===== src/common/mem_pkg.sv =====
// Geometry is fixed at 32K x 8 built from 16K x 1 chips, and the widths below must stay consistent
`default_nettype none

package mem_pkg;

   // Array geometry
   localparam int ADDR_W      = 15;                    // Bus address, 32K locations
   localparam int CHIP_ADDR_W = 14;                    // One chip holds 16K bits
   localparam int DATA_W      = 8;                     // Byte wide, also chips per bank
   localparam int NUM_BANKS   = 2;                     // Two banks of eight chips
   localparam int CHIP_DEPTH  = 16384;                 // Locations per chip
   localparam int BANK_W      = ADDR_W - CHIP_ADDR_W;  // Bank select from top address bits

   // One bus request, valid while req is high
   typedef struct packed {
      logic [ADDR_W-1:0] addr;                         // Bank in MSB, chip address below
      logic [DATA_W-1:0] wdata;                        // Write byte, ignored on reads
      logic              we;                           // 1 write, 0 read
   } mem_req_t;

   // Signals shared by every chip of one bank
   typedef struct packed {
      logic [CHIP_ADDR_W-1:0] address;                 // Bit location inside the chip
      logic                   ce_n;                    // Chip enable, active low
      logic                   w_n;                     // Write enable, active low
   } chip_ctrl_t;

endpackage : mem_pkg

`default_nettype wire

===== src/design/mem_bus_ctrl.sv =====
// Decodes one request per cycle with no back-pressure, read data returns one clock later
`default_nettype none

module mem_bus_ctrl
   import mem_pkg::*;
(
   input  logic              clk,                   // Bus clock
   input  logic              reset_n,               // Sync reset, clears read tracking
   input  logic              req,                   // One-cycle request strobe
   input  mem_req_t          req_data,              // Address, data, direction
   output chip_ctrl_t        bank_ctrl [NUM_BANKS], // Per-bank address and strobes
   output logic [DATA_W-1:0] bank_wdata,            // Write byte shared by both banks
   input  logic [DATA_W-1:0] bank_q [NUM_BANKS],    // Read bytes from the banks
   output logic [DATA_W-1:0] rdata,                 // Selected read byte
   output logic              rvalid                 // Read data valid pulse
);

   logic [BANK_W-1:0]      req_bank;       // Bank addressed by this request
   logic [CHIP_ADDR_W-1:0] req_chip_addr;  // Location inside each chip
   logic                   rd_req;         // Read accepted this cycle
   logic [BANK_W-1:0]      rd_bank;        // Bank of the last read

   // Address split, bank on top
   assign req_bank      = req_data.addr[ADDR_W-1 -: BANK_W];
   assign req_chip_addr = req_data.addr[CHIP_ADDR_W-1:0];
   assign rd_req        = req && !req_data.we;  // Only reads return data

   // Chip control per bank
   always_comb begin
      for (int b = 0; b < NUM_BANKS; b++) begin
         bank_ctrl[b].address = req_chip_addr;                      // Shared chip address
         bank_ctrl[b].ce_n    = !(req && (req_bank == BANK_W'(b))); // Addressed bank only
         bank_ctrl[b].w_n     = !req_data.we;                       // Low on writes
      end
   end

   assign bank_wdata = req_data.wdata;  // Non-selected bank ignores it

   // Read tracking, one stage matches the chip read register
   always_ff @(posedge clk) begin
      if (!reset_n) begin
         rvalid  <= 1'b0;               // No read in flight
         rd_bank <= '0;                 // Back to bank 0
      end else begin
         rvalid <= rd_req;              // Pulse in the cycle after the read
         if (rd_req) begin
            rd_bank <= req_bank;        // Kept until the next read
         end
      end
   end

   // Bank q holds between reads, so rdata keeps the last byte
   assign rdata = bank_q[rd_bank];

endmodule : mem_bus_ctrl

`default_nettype wire


===== config.mk =====
export PLATFORM = sky130hd
export DESIGN_NAME = mem_bus_ctrl
export DESIGN_NICKNAME = d
export VERILOG_FILES = /design/src/common/mem_pkg.sv /design/src/design/mem_bus_ctrl.sv
export SDC_FILE = /design/constraint.sdc
export NUM_CORES = 1
export LEC_CHECK = 0
export BUFFER_PORTS_ARGS = -buffer_cell sky130_fd_sc_hd__buf_2
export CORE_AREA = 2 2 48 50
export DETAILED_ROUTE_END_ITERATION = 7
export DIE_AREA = 0 0 50 52
export PLACE_DENSITY_LB_ADDON = 0.15
export SLEW_MARGIN = 40
export SYNTH_ARGS = -nofsm -noshare
export SYNTH_HDL_FRONTEND = slang
export SYNTH_SLANG_ARGS = --single-unit

===== constraint.sdc =====
create_clock -name clk -period 1.25 [get_ports clk]
set_input_delay 0.375 -clock clk [delete_from_list [all_inputs] [get_ports clk]]
set_output_delay 0.375 -clock clk [all_outputs]
set_load 0.03 [all_outputs]

==> metrics, run 1 <==
status=finished, violations left; failing checks=setup timing; R2R setup slack=between 0.5 and 0.6 ns; CP cell instances=buf_12, mux2_4, buf_6; # DRC=0; Starting Density=0.234; slowest stage delay, CP=between 0.3 and 0.4 ns; post-synthesis sequential area ratio=0.0812; CTS tree=done; RSZ-0062 raised after global routing=yes; placed instance count=81; final RePlAce weighted congestion=around 0.53; Yosys top cell area share=0.563; layout cell share with drive strength beyond 1=0.839; H-tree depth=1; FF/Latch Area=between 40 and 50 um2; Worst-path clk slew=0.03 ns; Worst setup SP type=flop; initial antenna violation count=0; Pins Over Slew Limit=0; vias per cell=3.65; Post-DP HPWL=about 700 um; clk sink count=2; Pwr Total=414 uW; endpoints failing setup=8; Leak Pwr=0.000269 uW; fmax=between 600 and 700 MHz; pwr dens=around 800 mW/mm2; Max Buffers Root-to-Sink=2; Yosys Warn Count=0; asr flop ratio synth=0; Slew HR=0.885; VDD IR max=278 uV; core area=~0.0021 mm2; Synth Instances=between 50 and 60; port bufs=33; Hold Path Cell Cnt=2; final hold vios=0; Worst R2R Path Depth=3; Synth area leader=buf_4; CP Capture Type=primary output; Multi-input gate area=160 um2; Setup WS post-layout=-0.262 ns; cell family with most CP delay=flip-flops; maxcap violations=0; Distinct cells, synth=10; post-synth design cell area=493 um2; setup_tns=-2.08 ns; critical path arrival=between 1 and 1.5 ns; number of CTS-inserted buffers=3; HP Start=reset_n; CP Max Fanout=8; Placement Setup Slack=-0.0970 ns; WS Path Type=flop to primary output; Initial DRT Pass Iterations=1; vias in the first global route=264; Tot GR Track Use=0.0646; Clock Skews=0 ns; Commonest cells post-synth=buf_4, mux2_4, nand2_1, dfxtp_1; die span in x=approximately 50 um; RR Startpoint=rd_bank; ranking of synthesized cells by area=buf_4, mux2_4, dfxtp_1; final std cells w/o fill=between 80 and 90; # diodes=0; most common flop cell mapped by yosys=dfxtp_1; Detail Route Antenna Nets=0; largest net degree at the start of global routing=9; drt wl/cell=10.6 um; slowest library cell on the worst path=dfxtp_2; Worst-Skew Late Latency=approximately 0.22 ns; fill count=around 230; Iteration-0 DRC Markers=0; class of the tightest hold or removal check=primary input to flop; Synth Area per Inst=between 8 and 9 um2; critical path required time=~0.88 ns; Post-synth EDFFs=0; post-CTS setup repair buffer count=0; slew at the pin closest to its max-slew limit=approximately 0.17 ns; worst path bufs/invs=2; first-pass GRT wire length=between 1000 and 1500 um; final WL=a little under 900 um; Hold WS=between 0.3 and 0.4 ns; Clock Tree Root=clkbuf_4; hold buffer count at cts=0; worst flop-to-flop path endpoint=rd_bank; Syn-to-layout area delta=2.54%; most instantiated library cell after synthesis=buf_4; post-CTS resize count=17; Final Cycle Share=1.21; Hold Path Sink=rvalid; die area=0.00260 mm2; #FFs+latches synth=2; Post-Syn Nets=~100; Final min period=about 1.5 ns; Rows=17; Remaining Overflow, GRT=0; Die Height=about 52 um; via count of the routed design=307; num ports=between 90 and 100; Nets=roughly 100
## layout by cell type (no fill, tap or decap)
| master | netlist | final |
|---|---|---|
| and2_1 | 1 | 1 |
| mux2i_1 | 1 | 1 |
| mux2_4 | 8 | 8 |
| nand2_1 | 3 | 3 |
| dfxtp_1 | 2 | 1 |
| buf_12 | 0 | 1 |
| clkbuf_4 | 0 | 3 |
| inv_1 | 1 | 1 |
| dfxtp_2 | 0 | 1 |
| buf_2 | 0 | 25 |
| nand2b_1 | 1 | 1 |
| nor2b_1 | 1 | 1 |
| buf_4 | 37 | 1 |
| buf_6 | 1 | 8 |
## per-layer routing
| layer | wire [um] | part of all wire | track usage |
|---|---|---|---|
| met2 | 353 | 0.40 | 0.0789 |
| met4 | 32 | 0.036 | 0.0556 |
| met5 | 0 | 0 | 0 |
| met1 | 290 | 0.32 | 0.0552 |
| met3 | 217 | 0.24 | 0.0747 |
## report_power, final
part | switching, uW | internal (uW)
Combinational | 96.4 | 105
Sequential | 1.84 | 67.7
Clock | 36.9 | 106
## sequential cells by signal, indices dropped and copies added (netlist names)
signal / flops
rd_bank: 1
rvalid: 1
## layout make-up
cell class	instances	share of cell area
Clock buffer	3	0.0446
Inverter	1	0.00743
Multi-Input combinational cell	15	0.317
Sequential cell	2	0.0817
Tap cell	28	0.0693
Timing Repair Buffer	35	0.480
## cell families (layout without fill, tap and decap cells)
family                 count (synthesis)  count (layout)  synth area share
multiplexers                           9               9             0.264
flip-flops                             2               2            0.0812
buffers and inverters                 39              39             0.594
AND/OR/NAND/NOR                        6               6            0.0609
## worst max path at each step
stage | from | endpoint | slack [ns] | cells after the start
floorplan | rd_bank | rdata[0] | 0.07 | 2
global placement | rd_bank | rdata[6] | -0.09 | 3
detailed placement | rd_bank | rdata[5] | -0.1 | 3
CTS | rd_bank | rdata[5] | -0.28 | 3
global route | rd_bank | rdata[4] | -0.31 | 3
finish | rd_bank | rdata[3] | -0.26 | 3
## per-stage QoR
step | instance area [um2] | utilization
finish | 505 | 0.240
global route | 505 | 0.240
global placement | 432 | 0.205
CTS | 505 | 0.240
floorplan | 493 | -
detailed placement | 432 | 0.205
Power figures use the tool's default switching activity.
==> run 2: changes to the inputs <==
--- a/config.mk
+++ b/config.mk
@@ -10,6 +10,7 @@
 export DETAILED_ROUTE_END_ITERATION = 7
 export DIE_AREA = 0 0 50 52
 export PLACE_DENSITY_LB_ADDON = 0.15
+export REMOVE_ABC_BUFFERS = 1
 export SLEW_MARGIN = 40
 export SYNTH_ARGS = -nofsm -noshare
 export SYNTH_HDL_FRONTEND = slang
==> metrics, run 2 (synthesis results as in run 1) <==
placed instance count=80 (was 81); Initial DRT Pass Iterations=3 (was 1); Post-DP HPWL=1320 um (was 703 um); CP Capture Type=primary output (unchanged); H-tree depth=1 (unchanged); vias in the first global route=368 (was 264); final WL=1560 um (was 893 um); post-layout util=0.236 (was 0.240); pwr dens=826 mW/mm2 (was 819 mW/mm2); CP cell instances=buf_12, mux2_4, buf_6 (unchanged); final hold vios=0 (unchanged); WS Path Type=flop to primary output (unchanged); fmax=658 MHz (was 661 MHz); vias per cell=4.22 (was 3.65); Detail Route Antenna Nets=0 (unchanged); endpoints failing setup=8 (unchanged); VDD IR max=315 uV (was 278 uV); Clock Tree Root=clkbuf_4 (unchanged); slowest library cell on the worst path=dfxtp_2 (unchanged); Final min period=1.52 ns (was 1.51 ns); most frequent cells in the layout=buf_2, mux2_4, buf_6, nand2_1, clkbuf_4 (unchanged); status=finished, violations left (unchanged); Iteration-0 DRC Markers=7 (was 0); Remaining Overflow, GRT=0 (unchanged); class of the tightest hold or removal check=primary input to flop (unchanged); Setup WS post-layout=-0.271 ns (was -0.262 ns); Syn-to-layout area delta=1.02% (was 2.54%); RSZ-0062 raised after global routing=yes (unchanged); clk sink count=2 (unchanged); Placement Setup Slack=-0.117 ns (was -0.0970 ns); critical path required time=0.88 ns (about the same); Pins Over Slew Limit=0 (unchanged); Worst-Skew Late Latency=0.22 ns (about the same); initial antenna violation count=0 (unchanged); final std cells w/o fill=83 (was 84); slew at the pin closest to its max-slew limit=0.188 ns (was 0.172 ns); Slew HR=0.874 (was 0.885); num ports=92 (unchanged); Max Buffers Root-to-Sink=2 (unchanged); largest net degree at the start of global routing=9 (unchanged); placed cell areas=424 um2 (was 432 um2); die area=0.00260 mm2 (unchanged); Multi-input gate area=160 um2 (unchanged); # diodes=0 (unchanged); Rows=17 (unchanged); Leak Pwr=0.000263 uW (was 0.000269 uW); # DRC=0 (unchanged); layout cell share with drive strength beyond 1=0.836 (was 0.839); drt wl/cell=18.8 um (was 10.6 um); port bufs=33 (unchanged); slowest stage delay, CP=0.34 ns (about the same); CTS tree=done (unchanged); HP Start=reset_n (unchanged); via count of the routed design=350 (was 307); maxcap violations=0 (unchanged); Final Cycle Share=1.22 (was 1.21); failing checks=setup timing (unchanged); Nets=100 (was 101); hold buffer count at cts=0 (unchanged); fill count=228 (was 226); final RePlAce weighted congestion=0.576 (was 0.530); fin area=498 um2 (was 505 um2); RR Startpoint=rd_bank (unchanged); core area=0.00211 mm2 (unchanged); CP Max Fanout=8 (unchanged); first-pass GRT wire length=2190 um (was 1150 um); number of CTS-inserted buffers=3 (unchanged); Tot GR Track Use=0.125 (was 0.0646); crit path from=rd_bank (unchanged); Clock Skews=0 ns (unchanged); commonest non-fill, non-tap cell in the layout=buf_2 (unchanged); Die Height=52 um (unchanged); Starting Density=0.234 (unchanged); Hold WS=0.391 ns (was 0.390 ns); FF/Latch Area=41.3 um2 (unchanged); Worst-path clk slew=0.03 ns (about the same); critical path arrival=1.15 ns (was 1.14 ns); Largest regs=rd_bank: 1 flops, rvalid: 1 flops (unchanged); die span in x=50 um (unchanged); Worst setup SP type=flop (unchanged)
-- run 2: changes by cell type in the layout (fill, tap and decap cells not counted), sizes merged --
cell,previous run,this run
buf,35,34
-- run 2: worst paths after layout --
| check | end | slack (ns) | depth (start not counted) |
|---|---|---|---|
| hold reg to reg | rd_bank | 0.48 | 2 |
| setup / recovery | rdata[3] | -0.27 | 3 |
| hold / removal | rvalid | 0.39 | 2 |
| setup reg to reg | rd_bank | 0.66 | 2 |
-- run 2: cell type report --
class                      instances  area share
timing repair buffer              34       0.472
multi-input combinational         15       0.322
sequential                         2      0.0829
tap                               28      0.0704
clock buffer                       3      0.0452
inverter                           1     0.00754
-- run 2: report_power, final --
part	leakage [uW]	internal (uW)	total, uW	switching, uW
clock	0.0000138	106	141	35.1
combinational	0.000233	103	201	97.3
sequential	0.0000168	67.7	69.7	2.05
-- run 2: worst max-delay path, delay by kind of cell, from the launching register on --
kind	cells	cell delay [ns]
flops	1	0.34
mux	1	0.30
buf+inv	2	0.28
-- run 2: per-layer routing --
| metal | share of wire | GRT usage | vias up | wire length (um) |
|---|---|---|---|---|
| li1 | - | - | 137 | - |
| met1 | 0.40 | 0.148 | 155 | 625 |
| met2 | 0.37 | 0.156 | 58 | 571 |
| met3 | 0.23 | 0.106 | 0 | 362 |
| met4 | 0 | 0.0556 | 0 | 0 |
| met5 | 0 | 0 | - | 0 |
-- run 2: repair_timing --
action / 4_1_cts / 5_1_grt
resized for setup: 17 / 0
setup endpoints to repair: 8 / 8
buffers inserted: 0 / 0
-- run 2: through the flow --
stage,TNS (ns),power (uW)
floorplan,-0.616,177
global placement,-0.715,243
detailed placement,-0.895,242
CTS,-2.24,420
global route,-2.41,440
finish,-2.13,411
